$ cat config.mk
export PLATFORM = sky130hd
export DESIGN_NAME = scr_regs
export DESIGN_NICKNAME = d
export VERILOG_FILES = /design/src/scr_pkg.sv /design/src/scr_regs.sv
export SDC_FILE = /design/constraint.sdc
export NUM_CORES = 1
export LEC_CHECK = 0
export BUFFER_PORTS_ARGS = -buffer_cell sky130_fd_sc_hd__buf_4
export CORE_UTILIZATION = 50
export CTS_BUF_LIST = sky130_fd_sc_hd__clkbuf_8
export DETAILED_ROUTE_END_ITERATION = 8
export MAX_ROUTING_LAYER = met4
export PLACE_DENSITY = 0.75
export SYNTH_ARGS = -nofsm -noshare
export SYNTH_HDL_FRONTEND = slang
export SYNTH_SLANG_ARGS = --single-unit
$ cat constraint.sdc
create_clock -name clk -period 4.57 [get_ports clk]
set_input_delay 0.2285 -clock clk [delete_from_list [all_inputs] [get_ports clk]]
set_output_delay 0.2285 -clock clk [all_outputs]
set_load 0.05 [all_outputs]
$ cat src/scr_pkg.sv
/*
 * Scroll layer package
 * widths, page geometry, CPU register map, the shadow register
 * struct and the fetch FSM states shared by the tilemap layer
 */
package scr_pkg;

    // line and mirror geometry
    localparam int line_w         = 256;  // rendered columns per line
    localparam int flip_last_line = 223;  // vertical mirror point
    localparam int flip_last_col  = 255;  // horizontal mirror point

    // cpu register map
    localparam logic [1:0] reg_pages = 2'd0;
    localparam logic [1:0] reg_hscr  = 2'd1;
    localparam logic [1:0] reg_vscr  = 2'd2;

    typedef logic [8:0]  xpos_t;       // column inside a 512 pixel page pair
    typedef logic [7:0]  ypos_t;       // line inside a 256 line page pair
    typedef logic [2:0]  page_t;       // map page number
    typedef logic [13:0] map_addr_t;   // page, tile row (5), tile column (6)
    typedef logic [15:0] map_word_t;   // prio 15, palette 12:6, code 12:0
    typedef logic [15:0] tile_addr_t;  // tile code + row inside tile
    typedef logic [31:0] tile_word_t;  // planes 2..0 in bytes 2..0, byte 3 unused
    typedef logic [10:0] pixel_t;      // prio, palette (7), plane bits 2..0

    // scroll registers as seen by the fetch engine
    typedef struct packed {
        page_t pg_ul;   // no overflow
        page_t pg_ur;   // horizontal overflow
        page_t pg_ll;   // vertical overflow
        page_t pg_lr;   // both overflow
        xpos_t hscr;
        ypos_t vscr;
    } scr_cfg_t;

    // map/tile fetch sequence
    typedef enum logic [2:0] {
        st_idle,       // line done, nothing written
        st_map_addr,   // map address setup
        st_map_wait,   // wait map_ok
        st_tile_wait,  // wait tile_ok
        st_shift       // pixels out to the line buffer
    } fetch_st_t;

endpackage

$ cat src/scr_regs.sv
/*
 * Scroll registers
 * CPU-written page and scroll values plus a shadow copy
 * that only changes at line start
 */
`timescale 1ns/1ps

module scr_regs import scr_pkg::*; (
    input  logic        clk,
    input  logic        rst,
    input  logic        cpu_we,
    input  logic [1:0]  cpu_addr,
    input  logic [15:0] cpu_data,
    input  logic        start,
    output scr_cfg_t    cfg
);

    scr_cfg_t live;       // what the cpu last wrote
    logic     start_l;
    logic     start_rise;

    assign start_rise = start & ~start_l;

    // cpu side, one write per strobe cycle
    always_ff @(posedge clk or posedge rst) begin
        if (rst) begin
            live <= '0;
        end else if (cpu_we) begin
            case (cpu_addr)
                reg_pages: begin
                    // one nibble per page, top bit ignored
                    live.pg_ul <= cpu_data[14:12];
                    live.pg_ur <= cpu_data[10:8];
                    live.pg_ll <= cpu_data[6:4];
                    live.pg_lr <= cpu_data[2:0];
                end
                reg_hscr: live.hscr <= cpu_data[8:0];
                reg_vscr: live.vscr <= cpu_data[7:0];
                default: ;  // address 3 unmapped
            endcase
        end
    end

    // shadow copy, held for the whole line
    always_ff @(posedge clk or posedge rst) begin
        if (rst) begin
            start_l <= 1'b0;
            cfg     <= '0;
        end else begin
            start_l <= start;
            if (start_rise) begin
                cfg <= live;  // writes mid-line show up next line
            end
        end
    end

endmodule

==> results.md <==
Clock network:
- Clock tree synthesis inserted a total of 9 buffers.
- For the worst-skew pair, the clock arrives at the later sink with an insertion delay of 0.31 ns.
- The CTS tree is yes.
- The tree is rooted in a clkbuf_8.
- The count of H-tree levels built during CTS is 3.
- In this run the post-CTS setup repair buffer count came out at 0.
- The sink count of the clock tree is 59.
- After clock tree synthesis, the clock-pin slew on the worst setup and hold paths is 0.06 ns.
- The number of buffers on the longest clock path is 2.
- Gates resized during post-CTS repair numbered 0.
- The post-cts hold buffer count is 0.

Floorplanning:
- The number of placed I/O pins is 51.
- The core region is 4144 um^2.
- The die is 68.74 um wide.
- The initialized floorplan defines 23 standard-cell rows.
- The die extent in y is 68.74 um.
- For this configuration, the core starts out at a cell density of 53.74%.
- The overall die area is 4725 um^2.

Route:
- In the routed design, unresolved DRC markers number 0.
- The first-iteration detailed-routing DRC count is 65.
- The first detailed-routing pass took 4 iterations.
- The routed layout has 1199 vias.
- After detailed routing, the average wire length per cell comes to 16.12 um.
- After detailed routing, the number of vias per cell comes to 5.146.
- The overall routed net length is 3.755 mm.
- The count of nets left with antenna violations once routing finished came out at 0.

Global route:
- The first-pass GRT wire length is 6.044 mm.
- Summed over all layers, the global routing overflow is 0.
- Entering global routing, the biggest net connects 60 pins.
- The initial antenna violation count is 0.
- The via count of the first global-routing pass came to 1267.
- The total routing usage reported by global routing is 19.08%.

Setup path:
- Data on the critical path is required at its endpoint by 4.76 ns.
- The reg-to-reg critical path endpoint is cfg[3]$_DFFE_PP0P_.
- The start-to-end type of the worst setup path is reg -> reg.
- The worst setup path is captured at a flip-flop.
- The startpoint kind of the worst setup timing path is a flip-flop.
- STA puts the critical path data arrival time at 1.81 ns.
- The count of cells along the worst register-to-register path is 2.
- The worst register-to-register path has a setup slack of 2.96 ns.
- The source of the worst register-to-register timing path is start_l$_DFF_PP0_.
- The largest fanout on the critical path is 29.

STA:
- Across the routed clock network, the largest skew measured is 0.004312 ns.
- Setup repair after global routing left no endpoint under its margin.
- The setup total negative slack is 0 ns.
- Of the available clock period, the critical path in the final layout requires 35.34%.
- After layout, the worst setup slack is 2.955 ns.
- Derived from the worst setup path, the maximum achievable clock frequency is 619.3 MHz.
- The count of endpoints failing hold in the final timing report is 0.
- The worst path needs 1.615 ns of the cycle, external delays included.
- Setup violations remaining at the end of the flow were counted as 0.
- The transition time at the pin with the least slew margin is 0.8449 ns.
- Measured against its own limit, the worst slew margin works out to 43.55%.
- The final number of max-transition violations is 0.

Synthesis:
- Summing every instance area after synthesis gives 2227 um^2.
- The sequential share of the synthesized area is 66.29%.
- The post-synthesis cell type count is 8.
- Averaged over all synthesized cells, the footprint is 17.68 um^2.
- The Yosys step of the flow raised 0 warnings.
- Counting flops and latches in the post-synthesis netlist gives 59.
- Synthesis produced a netlist with a net count of 148.
- Synthesis produced a netlist whose cell count is 126.

Final layout:
- The leading cell type in the layout, fill and taps excluded is dfrtp_1.
- Compared with the post-synthesis result, the final layout area differs by 24.55%.
- The number of diodes is 0.
- The share of final-layout standard cells stronger than drive strength 1 is 67.21%.
- The final instance count without filler cells is 233.
- The final net count is 204.
- In the layout the commonest cells are dfrtp_1, mux2_2, buf_4, clkbuf_8, nand3b_2.

Power and ir drop:
- IR analysis of the VDD net gives a maximum drop of 0.3443 mV.
- The leakage power is 1.283 nW.
- The total power divided by cell area is 588.1 nW/um^2.

Run:
- The max-capacitance violation count is 0.

Placed design:
- The final estimated routing congestion in global placement is 0.7108.
- The count of port buffers added during placement is 48.
- Counting tap cells, the placed design contains a total of 221 instances.
- Summed over all nets, the half-perimeter wirelength after detailed placement is 2.563 mm.
- The worst-case setup slack after placement is 2.930 ns.

Min path:
- In this run the worst hold path is classified as in -> reg.
- The startpoint identified for the worst hold timing path is start.
- The cell depth of the worst hold path is 1.
- The end point of the most critical hold path is start_l$_DFF_PP0_.

Status:
- The flow ran to the end, and the final reports show no timing, DRC or antenna violations.
-- worst max-delay path: stages, from the launching register on --
cell and delay, ns:
dfrtp_1 0.39, nor2b_4 0.67, mux2_2 0.42
-- cell type report --
cell class / count / area [um^2]
Inverter: 1 / 3.754
Fill cell: 300 / 1370
Clock buffer: 11 / 151.4
Sequential cell: 59 / 1476
Multi-Input combinational cell: 62 / 708.2
Clock inverter: 1 / 3.754
Tap cell: 50 / 62.56
Timing Repair Buffer: 49 / 367.9
-- power by group --
part	internal, mW	switching, mW
clock network	0.212	0.165
logic	0.199	0.349
registers	0.645	0.0611
-- state kept, by name (all words and copies together) (netlist names) --
register and count:
cfg 29, live 29, start_l 1
-- cell families (layout without fill, tap and decap cells) --
logic type | count (synthesis) | after routing | synth area share [%]
flip-flops | 59 | 59 | 66.29
multiplexers | 58 | 58 | 29.33
buffers and inverters | 5 | 62 | 1.910
AND/OR/NAND/NOR | 4 | 4 | 2.472
-- stage by stage --
stage	hold slack (ns)	power [mW]	cell area, um^2	utilization [%]
4_1_cts	0.02246	1.653	2774	66.94
6_report	0.03466	1.631	2774	66.94
3_3_place_gp	0.3491	1.247	2619	63.19
2_1_floorplan	0.2599	1.093	2227	-
5_1_grt	0.02572	1.712	2774	66.94
3_5_place_dp	0.3544	1.269	2619	63.19
-- synth_stat cells --
cell / instances / share of area [%]
buf_6: 3 / 1.5
mux2_2: 58 / 29
nand3b_2: 2 / 1.0
buf_2: 1 / 0.22
nor3b_4: 1 / 0.84
dfrtp_1: 59 / 66
inv_1: 1 / 0.17
nor2b_4: 1 / 0.62
-- how the worst max path moves through the flow --
stage,cells after the start,to,slack [ns],from
6_report,2,cfg[3]$_DFFE_PP0P_,2.96,start_l$_DFF_PP0_
5_1_grt,2,cfg[20]$_DFFE_PP0P_,2.88,start_l$_DFF_PP0_
4_1_cts,2,cfg[13]$_DFFE_PP0P_,2.94,start_l$_DFF_PP0_
3_5_place_dp,2,cfg[26]$_DFFE_PP0P_,2.93,start_l$_DFF_PP0_
3_3_place_gp,2,cfg[20]$_DFFE_PP0P_,2.98,start_l$_DFF_PP0_
2_1_floorplan,1,cfg[0]$_DFFE_PP0P_,2.89,rst
-- per-layer routing --
metal	routed length, um	track usage [%]	share of wire [%]
met5	0	-	0
met4	58	9.949	1.5
met3	194	3.947	5.2
met2	1869	30.02	50
met1	1632	23.28	43
(Power assumes the default switching activity.)
