--- config.mk ---
export PLATFORM = sky130hd
export DESIGN_NAME = scr_tile_fetch
export DESIGN_NICKNAME = d
export VERILOG_FILES = /design/src/scr_pkg.sv /design/src/scr_tile_fetch.sv
export SDC_FILE = /design/constraint.sdc
export NUM_CORES = 1
export LEC_CHECK = 0
export BUFFER_PORTS_ARGS = -buffer_cell sky130_fd_sc_hd__buf_2
export CAP_MARGIN = 40
export CORE_MARGIN = 1.5
export CORE_UTILIZATION = 40
export DETAILED_ROUTE_END_ITERATION = 8
export PLACE_DENSITY = 0.75
export SYNTH_ARGS = -nofsm -noshare
export SYNTH_HDL_FRONTEND = slang
export SYNTH_SLANG_ARGS = --single-unit
--- constraint.sdc ---
create_clock -name clk -period 5.4 [get_ports clk]
set_clock_uncertainty 0.1 [all_clocks]
set_input_delay 0.54 -clock clk [delete_from_list [all_inputs] [get_ports clk]]
set_output_delay 0.54 -clock clk [all_outputs]
set_load 0.02 [all_outputs]
--- src/scr_pkg.sv ---
/*
 * Scroll layer package
 * widths, page geometry, CPU register map, the shadow register
 * struct and the fetch FSM states shared by the tilemap layer
 */
package scr_pkg;

    // line and mirror geometry
    localparam int line_w         = 256;  // rendered columns per line
    localparam int flip_last_line = 223;  // vertical mirror point
    localparam int flip_last_col  = 255;  // horizontal mirror point

    // cpu register map
    localparam logic [1:0] reg_pages = 2'd0;
    localparam logic [1:0] reg_hscr  = 2'd1;
    localparam logic [1:0] reg_vscr  = 2'd2;

    typedef logic [8:0]  xpos_t;       // column inside a 512 pixel page pair
    typedef logic [7:0]  ypos_t;       // line inside a 256 line page pair
    typedef logic [2:0]  page_t;       // map page number
    typedef logic [13:0] map_addr_t;   // page, tile row (5), tile column (6)
    typedef logic [15:0] map_word_t;   // prio 15, palette 12:6, code 12:0
    typedef logic [15:0] tile_addr_t;  // tile code + row inside tile
    typedef logic [31:0] tile_word_t;  // planes 2..0 in bytes 2..0, byte 3 unused
    typedef logic [10:0] pixel_t;      // prio, palette (7), plane bits 2..0

    // scroll registers as seen by the fetch engine
    typedef struct packed {
        page_t pg_ul;   // no overflow
        page_t pg_ur;   // horizontal overflow
        page_t pg_ll;   // vertical overflow
        page_t pg_lr;   // both overflow
        xpos_t hscr;
        ypos_t vscr;
    } scr_cfg_t;

    // map/tile fetch sequence
    typedef enum logic [2:0] {
        st_idle,       // line done, nothing written
        st_map_addr,   // map address setup
        st_map_wait,   // wait map_ok
        st_tile_wait,  // wait tile_ok
        st_shift       // pixels out to the line buffer
    } fetch_st_t;

endpackage

--- src/scr_tile_fetch.sv ---
/*
 * Tilemap fetch engine
 * walks one line of 256 columns, reads map and tile words from
 * external memory and shifts pixels into the line buffer
 */
`timescale 1ns/1ps

module scr_tile_fetch import scr_pkg::*; (
    input  logic       clk,
    input  logic       rst,
    input  logic       start,
    input  logic       flip,
    input  ypos_t      vrender,
    input  scr_cfg_t   cfg,
    output map_addr_t  map_addr,
    input  map_word_t  map_data,
    input  logic       map_ok,
    output tile_addr_t tile_addr,
    input  tile_word_t tile_data,
    input  logic       tile_ok,
    output logic       wr_en,
    output xpos_t      wr_addr,
    output pixel_t     wr_data,
    output logic       bad
);

    fetch_st_t       st;
    logic            start_l;
    logic            start_rise;
    logic            done;          // line finished or never started
    ypos_t           vline;         // line being drawn, flip already applied
    xpos_t           hscan;         // screen column being written
    xpos_t           hpos;          // scrolled column
    ypos_t           vpos;          // scrolled line
    logic            hov;           // borrow of hscan - hscr
    logic            vov;           // carry of line + vscr
    page_t           page;
    logic [7:0]      attr;          // priority + palette of current tile
    logic [2:0][7:0] planes;        // one shifter per bitplane
    logic            last_col;
    logic            last_in_tile;

    assign start_rise = start & ~start_l;
    assign done       = (st == st_idle);

    // scrolled positions, overflow bits pick the page
    assign {hov, hpos} = {1'b0, hscan} - {1'b0, cfg.hscr};
    assign {vov, vpos} = {1'b0, vline} + {1'b0, cfg.vscr};

    always_comb begin
        case ({vov, hov})
            2'b00:   page = cfg.pg_ul;
            2'b01:   page = cfg.pg_ur;
            2'b10:   page = cfg.pg_ll;
            default: page = cfg.pg_lr;
        endcase
    end

    assign last_col     = (hscan == xpos_t'(line_w - 1));
    assign last_in_tile = &hpos[2:0];  // tile edge in page space

    // one pixel per shift cycle, MSB of each plane first
    assign wr_en   = (st == st_shift);
    assign wr_addr = hscan;
    assign wr_data = {attr, planes[2][7], planes[1][7], planes[0][7]};

    always_ff @(posedge clk or posedge rst) begin
        if (rst) begin
            start_l   <= 1'b0;
            st        <= st_idle;   // done out of reset, no writes
            vline     <= '0;
            hscan     <= '0;
            map_addr  <= '0;
            tile_addr <= '0;
            bad       <= 1'b0;
        end else begin
            start_l <= start;
            if (start_rise) begin
                // new line always wins, even over a late one
                vline <= flip ? ypos_t'(flip_last_line) - vrender : vrender;
                hscan <= '0;
                bad   <= ~done;
                st    <= st_map_addr;
            end else begin
                case (st)
                    st_map_addr: begin
                        map_addr <= {page, vpos[7:3], hpos[8:3]};
                        st       <= st_map_wait;
                    end
                    st_map_wait: begin
                        if (map_ok) begin  // address held until then
                            tile_addr <= {map_data[12:0], vpos[2:0]};
                            st        <= st_tile_wait;
                        end
                    end
                    st_tile_wait: begin
                        if (tile_ok) begin
                            st <= st_shift;
                        end
                    end
                    st_shift: begin
                        hscan <= hscan + 1'b1;
                        if (last_col) begin
                            st  <= st_idle;
                            bad <= 1'b0;  // line made it in time
                        end else if (last_in_tile) begin
                            st <= st_map_addr;  // next tile
                        end
                    end
                    default: ;
                endcase
            end
        end
    end

    // tile payload
    always_ff @(posedge clk) begin
        if (st == st_map_wait && map_ok) begin
            attr <= {map_data[15], map_data[12:6]};
        end
        if (st == st_tile_wait && tile_ok) begin
            // skip the pixels left of hpos when hscr is not tile aligned
            for (int p = 0; p < 3; p++) begin
                planes[p] <= tile_data[8*p +: 8] << hpos[2:0];
            end
        end else if (st == st_shift) begin
            for (int p = 0; p < 3; p++) begin
                planes[p] <= planes[p] << 1;
            end
        end
    end

endmodule

==> results of run 1 <==
-- synth_stat cells (7+ instances only) --
cell,number
inv_1,18
ha_1,20
nand3_1,11
buf_2,7
a211oi_1,13
clkbuf_1,9
nor2_1,18
nor2b_1,10
o21ai_0,40
nand2_1,45
mux2_2,15
edfxtp_1,32
a21oi_1,18
nand2b_1,7
dfrtp_1,52
nor3_1,7
xnor2_1,12
mux2i_1,29
-- layout make-up --
cell class / count / area share (%)
clock buffers: 14 / 4.82
clock inverters: 1 / 0.0842
inverters: 18 / 1.14
multi-input cells: 325 / 39.9
flip-flops and latches: 84 / 38.1
well taps: 143 / 3.01
repair buffers: 140 / 12.9
-- final timing paths --
path	to	slack, ps	cells past startpoint
min in group clk	start_l	240	1
max in group asynchronous	map_addr[10]	4530	3
setup / recovery	map_addr[5]	2560	9
setup reg to reg	map_addr[5]	2560	9
hold / removal	tile_addr[15]	130	2
hold reg to reg	tile_addr[2]	380	2
-- flip-flops by register name, summed over array words and instances (netlist names) --
name,cells
tile_addr,16
st,3
attr,8
start_l,1
vline,8
wr_addr,9
map_addr,14
planes,21
wr_data,3
bad,1
-- logic make-up (layout without fill, tap and decap cells) --
| group | count (synthesis) | in the layout | share of synthesized area (%) |
|---|---|---|---|
| AOI/OAI and AO/OA | 107 | 107 | 14.5 |
| xor gates and xnor gates | 18 | 18 | 3.26 |
| buffers and inverters | 43 | 173 | 4.14 |
| DFF | 84 | 84 | 46.8 |
| adders and majority gates | 22 | 22 | 6.00 |
| and+or+nand+nor | 131 | 131 | 14.5 |
| muxes | 47 | 47 | 10.9 |
-- power groups by stage --
stage	clock [mW]	sequential, mW	combinational, mW
after floorplan	0	1.17	0.688
after global placement	0	1.04	1.09
after detailed placement	0	1.05	1.16
after CTS	0.618	1.04	1.16
after global routing	0.646	1.06	1.27
final	0.597	1.04	1.16
-- worst max-delay path, cell delays in order (launching register included) --
cell       delay, ps
dfrtp_1          450
inv_1             80
ha_1             150
inv_1             50
fa_1             440
a21o_1           200
a21o_1           210
a2111oi_0        650
nor4_1           130
nand3b_1         220
-- per-layer routing --
layer,global-route usage (%),routed length (um)
met1,23.8,5080
met4,7.92,233
met2,29.6,5390
met5,0,0
met3,2.89,506
-- cell usage in the layout (no fill, tap or decap), types with 4 or more instances in the layout --
cell type / n
buf_2: 132
dfrtp_1: 52
nand2_1: 45
o21ai_0: 40
edfxtp_1: 32
mux2i_1: 29
ha_1: 20
nor2_1: 18
a21oi_1: 18
inv_1: 17
mux2_2: 15
a211oi_1: 13
xnor2_1: 12
nand3_1: 11
clkbuf_16: 11
nor2b_1: 10
nand2b_1: 7
nor3_1: 7
xor2_1: 6
or3_1: 6
a22o_1: 6
and3_1: 5
a21o_1: 5
a2111oi_0: 4
buf_4: 4
-- through the flow --
stage	hold WS (ps)	cells
detailed placement	366	710
floorplan	350	452
finish	128	725
global route	159	725
global placement	366	705
CTS	128	725
==> impl_metrics.ini, run 1 <==
[worst_setup_path]
arrival_ps = 2930
critPathKind = flip-flop to flip-flop
critPathMaxFanout = 5
r2r_start = wr_addr[0]
required_ps = 5490
end_kind = flip-flop
crit_start = wr_addr[0]
start_kind = flip-flop

[clock_network]
clk_latency_ps = 330
h-tree-depth = 3
holdBufCountCts = 0
clock-sinks = 84
cts_buffers = 9
clockRootBuffer = clkbuf_16
cts_buffer_depth = 2
cts_tree = done
cts.repair.resized = 0
cts.clk_slew.worst_paths_ps = 60
cts_setup_buffers = 0

[timing]
fin_ws_ps = 2560
finalSetupViolations = 0
maxSlewHeadroom_pct = 54.3
finalHoldViolations = 0
min_period_ps = 2840
min_period_over_period_pct = 52.7
drv_slew = 0
rsz0062_at_grt = no
setup_tns_ps = 0
max_freq_mhz = 352
tightestPinTransition_ps = 668

[hold_path]
hp-class = primary input to asynchronous set/reset pin

[die]
die_area_mm2 = 0.0128
die_w_um = 113
die_h_um = 113
io_pins = 143
core_mm2 = 0.0116
fp-row-count = 39
start_util_pct = 41.6

[synth]
seq_area_frac_synth_pct = 46.8
yosysWarningCount = 0
synth-edff-count = 32
netlist_area_mm2 = 0.00484
synthCells = 452
avgSynthCellArea_um2 = 10.7
async_reset_ff_share_pct = 61.9
synth_flop_cell = dfrtp_1
synth.area.top_cells = dfrtp_1, edfxtp_1, mux2i_1
synth_top_area_share_pct = 26.9
ys_ff_latch = 84
synth_nets = 565
yosysTopAreaCell = dfrtp_1
yosys.cell_types.count = 56

[route]
wl_mm = 11.2
drt_iter0_markers = 230
drc_errors = 0
drtAntennaViolNets = 0
wl_per_cell_um = 15.5
vias = 3895
dr.pass1.iters = 4
viasPerCell = 5.37

[global_route]
grt_pass1_vias = 3828
grt_usage_pct = 18.1
grt_pass1_wl_mm = 18.4
grt_antenna_before_repair = 0
grt_start_max_net_pins = 40
gr-total-overflow = 0

[cells_and_area]
nets = 691
fin_area_mm2 = 0.00594
area.sequential_mm2 = 0.00226
multi_input_area_mm2 = 0.00237
drive_gt1_share_pct = 30.6
syn2layout_area_growth_pct = 22.9
antenna_cells = 0
fillers = 1021
postLayoutCoreUtil_pct = 51.2

[power_and_ir_drop]
p_sw_mw = 1.03
leakagePower_nw = 2.79
power_density_mw_per_mm2 = 470
pwr-share-comb_pct = 41.4
seqPwrFrac_pct = 37.2
swShare_pct = 37.1
clock_power_share_pct = 21.4
internal_power_mw = 1.75
peakVddDrop_mv = 0.156
power_mw = 2.79

[place]
dp_hpwl_mm = 8.44
placed_area_mm2 = 0.00565
place_ws_ps = 2490
port_buffers = 132
gp_congestion = 0.792

[status]
status = finished, final reports clean

[job]
maxCapViolations = 0
Note: power is estimated with default switching activity, not from simulation.
==> run 2: changes to the inputs <==
--- a/config.mk
+++ b/config.mk
@@ -10,7 +10,7 @@
 export CORE_MARGIN = 1.5
 export CORE_UTILIZATION = 40
 export DETAILED_ROUTE_END_ITERATION = 8
-export PLACE_DENSITY = 0.75
+export PLACE_DENSITY = 0.78
 export SYNTH_ARGS = -nofsm -noshare
 export SYNTH_HDL_FRONTEND = slang
 export SYNTH_SLANG_ARGS = --single-unit
==> constraint.sdc (replaced) <==
create_clock -name clk -period 2.3 [get_ports clk]
set_clock_uncertainty 0.1 [all_clocks]
set_input_delay 0.23 -clock clk [delete_from_list [all_inputs] [get_ports clk]]
set_output_delay 0.23 -clock clk [all_outputs]
set_load 0.02 [all_outputs]
==> impl_metrics.ini, run 2 (same netlist as run 1, synthesis figures left out) <==
[timing]
holdWs_ps = 17.3
min_period_over_period_pct = 104
min_period_ps = 2400
max_freq_mhz = 417
drv_slew = 0
rsz0062_at_grt = yes
maxSlewHeadroom_pct = 59.3
tightestPinTransition_ps = 610
fin_ws_ps = -101
finalSetupViolations = 5
finalHoldViolations = 0
setup_tns_ps = -239

[clock_network]
clockRootBuffer = clkbuf_16
clock-sinks = 84
cts_buffer_depth = 2
clk_latency_ps = 340
cts_buffers = 9
cts_tree = done
cts.clk_slew.worst_paths_ps = 60
h-tree-depth = 3

[worst_setup_path]
end_kind = flip-flop
r2r_start = wr_addr[0]
arrival_ps = 2390
critPathMaxFanout = 6
required_ps = 2290
start_kind = flip-flop
critPathKind = flip-flop to flip-flop
crit_start = wr_addr[0]

[route]
wl_mm = 11.9
dr.pass1.iters = 5
wl_per_cell_um = 15.8
drt_iter0_markers = 324
viasPerCell = 5.41
drtAntennaViolNets = 0
vias = 4078
drc_errors = 0

[place]
gp_congestion = 0.947
dp_hpwl_mm = 8.79
port_buffers = 132

[power_and_ir_drop]
leakagePower_nw = 2.94
power_mw = 6.78
peakVddDrop_mv = 0.458
power_density_mw_per_mm2 = 1080

[die]
start_util_pct = 41.6
core_mm2 = 0.0116
fp-row-count = 39
die_h_um = 113
die_area_mm2 = 0.0128
die_w_um = 113
io_pins = 143

[global_route]
globalRouteMet3Util_pct = 4.50
grtUsageMet2_pct = 33.0
gr-total-overflow = 0
grt_start_max_net_pins = 39
grt_pass1_wl_mm = 19.3
grt-busiest-layer = met2
grt.met1_usage_pct = 23.9
grt_pass1_vias = 3981
grt_antenna_before_repair = 0
grt_usage_pct = 19.2

[cells_and_area]
fillers = 1010
syn2layout_area_growth_pct = 29.9
drive_gt1_share_pct = 35.4
nets = 719
antenna_cells = 0
largest_reg_flops = 21
largest-register = planes
multi_input_area_mm2 = 0.00249
layout_common_cells = buf_2, dfrtp_1, nand2_1
final_common_cell = buf_2
area.sequential_mm2 = 0.00226
largestRegisters = planes (21), tile_addr (16), map_addr (14)
postLayoutCoreUtil_pct = 54.1

[hold_path]
hp-class = primary input to flip-flop
holdCritStartpoint = map_data[4]

[status]
status = finished, violations left
violations = setup timing

[job]
maxCapViolations = 0
run 2: changes by cell type in the layout (fill, tap and decap cells not counted), moves of 3 or more:
cell / previous run / this run
dlygate4sd3_1: 0 / 10
o21ai_1: 0 / 3
a2111oi_0: 4 / 0
o21ai_0: 40 / 37
buf_4: 4 / 22
run 2: what timing repair did:
item / CTS / global route
gates resized for setup: 8 / 13
endpoints found under the hold margin: 34 / 0
gates cloned: 0 / 0
setup buffers: 1 / 2
pin swaps: 2 / 8
hold buffers: 10 / 0
endpoints found under the setup margin: 13 / 21
run 2: worst max-delay path, stage by stage (launching register included):
cell and delay (ps):
dfrtp_2 410, inv_2 70, ha_4 130, inv_2 30, fa_2 610, mux4_2 520
mux2i_1 200, o21ai_1 80
run 2: metal layers:
layer / part of all wire [%] / vias up / wire length [um]
met2: 48 / 127 / 5770
met4: 2.1 / 0 / 250
met1: 45 / 1964 / 5300
li1: - / 1966 / -
met3: 4.9 / 21 / 581
met5: 0 / - / 0
run 2: where the power goes:
group,total [mW],switching (mW),internal (mW)
combinational,2.91,1.68,1.23
clock,1.44,0.574,0.871
sequential,2.42,0.280,2.14
total,6.78,2.53,4.25
run 2: area by class of cell:
| class | instances | area share, % |
|---|---|---|
| well taps | 143 | 2.85 |
| multi-input cells | 325 | 39.6 |
| inverters | 18 | 1.08 |
| flip-flops and latches | 84 | 36.0 |
| clock buffers | 12 | 3.92 |
| clock inverters | 4 | 0.757 |
| repair buffers | 168 | 15.7 |
run 2: worst paths after layout:
path                            endpoint  slack, ps  depth (start not counted)
max                            planes[6]       -100                          7
min                         tile_addr[7]         20                          2
min reg2reg                 tile_addr[2]        380                          2
min in group asynchronous  tile_addr[14]        410                          3
max reg2reg                    planes[6]       -100                          7
max in group asynchronous       vline[6]       1120                          4
run 2: through the flow:
step	area (um2)	cells	setup slack [ps]
floorplan	4880	452	-68.8
global placement	5770	725	-40.3
detailed placement	5770	725	-111
CTS	6210	752	-81.9
global route	6280	754	-155
finish	6280	754	-101
==> run 3: changes to the inputs <==
==> constraint.sdc (replaced) <==
create_clock -name clk -period 2.3 [get_ports clk]
set_clock_uncertainty 0.1 [all_clocks]
set_input_delay 0.46 -clock clk [delete_from_list [all_inputs] [get_ports clk]]
set_output_delay 0.46 -clock clk [all_outputs]
set_load 0.02 [all_outputs]
==> impl_metrics.ini, run 3 (same netlist as run 1, synthesis figures left out) <==
[status]
status = finished, violations left
violations = setup timing

[worst_setup_path]
arrival_ps = 2410
endpoint = planes[6]
required_ps = 2290
r2r-end = planes[6]
crit_start = wr_addr[0]
critPathMaxFanout = 7
end_kind = flip-flop
start_kind = flip-flop
r2r_start = wr_addr[0]
rr_worst_depth = 7
critPathKind = flip-flop to flip-flop
r2r_setup_slack_ps = -120

[timing]
tightestPinTransition_ps = 508
max_freq_mhz = 413
drv_slew = 0
maxSlewHeadroom_pct = 66.1
setup_tns_ps = -377
min_period_ps = 2420
rsz0062_at_grt = yes
finalHoldViolations = 0
min_period_over_period_pct = 105
finalSetupViolations = 10
fin_ws_ps = -120

[route]
wl_mm = 11.4
viasPerCell = 5.34
vias = 4010
drt_iter0_markers = 271
drtAntennaViolNets = 0
drc_errors = 0
dr.pass1.iters = 5
wl_per_cell_um = 15.1

[job]
maxCapViolations = 0

[cells_and_area]
nets = 716
drive_gt1_share_pct = 36.8
largest-register = planes
final_common_cell = buf_2
multi_input_area_mm2 = 0.00251
largestRegisters = planes (21), tile_addr (16), map_addr (14)
largest_reg_flops = 21
antenna_cells = 0
finalNonFillerCells = 751
area.sequential_mm2 = 0.00226
fillers = 1044
syn2layout_area_growth_pct = 29.1
layout_common_cells = buf_2, dfrtp_1, nand2_1

[global_route]
grt_start_max_net_pins = 32
gr-total-overflow = 0
grt_pass1_wl_mm = 18.6
grt_usage_pct = 18.4
grt_antenna_before_repair = 0
grt_pass1_vias = 3973

[place]
place_ws_ps = -230
port_buffers = 132
dp_hpwl_mm = 8.64
dpl.cell_count = 734
gp_congestion = 0.898

[clock_network]
clk_latency_ps = 340
clockRootBuffer = clkbuf_16
cts_buffers = 9
h-tree-depth = 3
cts_tree = done
cts_buffer_depth = 2
holdBufCountCts = 0
clock-sinks = 84
cts.clk_slew.worst_paths_ps = 60

[hold_path]
hp-class = primary input to asynchronous set/reset pin

[power_and_ir_drop]
power_density_mw_per_mm2 = 1090
leakagePower_nw = 2.93
peakVddDrop_mv = 0.506

[die]
fp-row-count = 39
die_area_mm2 = 0.0128
start_util_pct = 41.6
io_pins = 143
core_mm2 = 0.0116
die_w_um = 113
die_h_um = 113
[run 3: cell count changes in the layout (fill, tap and decap cells not counted), moves of 2 or more]
cell and delta:
a2111oi_1 -2, a211oi_4 +2, buf_4 +7, dlygate4sd3_1 -10
inv_4 -2
[run 3: repair_timing]
action | 4_1_cts | 5_1_grt
buffers inserted | 0 | 1
gates resized for setup | 1 | 22
setup endpoints to repair | 12 | 26
pin swaps | 0 | 5
endpoints found under the hold margin | 0 | 0
[run 3: metrics by stage]
step                total power [mW]  utilization [%]  hold slack [ps]  instance area [um2]
floorplan                       4.42                -              350                 4880
global placement                5.18             50.2              363                 5830
detailed placement              5.30             50.2              375                 5830
CTS                             6.74             52.8             14.1                 6130
global route                    7.20             53.8             39.5                 6240
finish                          6.78             53.8             7.96                 6240
[run 3: layer usage]
metal | GRT usage, % | vias up | part of all wire, %
met5 | 0 | - | 0
met4 | 9.50 | 0 | 3.0
met3 | 3.27 | 28 | 5.3
met2 | 30.0 | 138 | 46
met1 | 23.6 | 1878 | 45
li1 | - | 1966 | -
[run 3: layout make-up]
type / instances / area share, %
timing repair buffer: 165 / 14.9
clock inverter: 1 / 0.0802
tap: 143 / 2.87
sequential: 84 / 36.3
inverter: 18 / 1.08
multi-input combinational: 325 / 40.2
clock buffer: 15 / 4.63
[run 3: where the power goes]
group	total, mW	switching [mW]	internal (mW)	leakage (nW)
combinational	2.94	1.69	1.25	1.84
sequential	2.42	0.276	2.14	0.941
clock	1.42	0.566	0.857	0.145
[run 3: worst max-delay path, cell delays in order (launching register included)]
cell and delay, ps:
dfrtp_2 400, inv_2 70, ha_4 120, inv_2 30, fa_2 640, mux4_2 520
mux2i_1 200, o21ai_1 90
[run 3: how the worst min path moves through the flow]
stage | endpoint | slack, ps | depth (start not counted)
6_report | tile_addr[8] | 8 | 2
5_1_grt | tile_addr[8] | 40 | 2
4_1_cts | tile_addr[8] | 10 | 2
3_5_place_dp | tile_addr[10] | 380 | 2
3_3_place_gp | map_addr[0] | 360 | 2
2_1_floorplan | vline[5] | 350 | 2
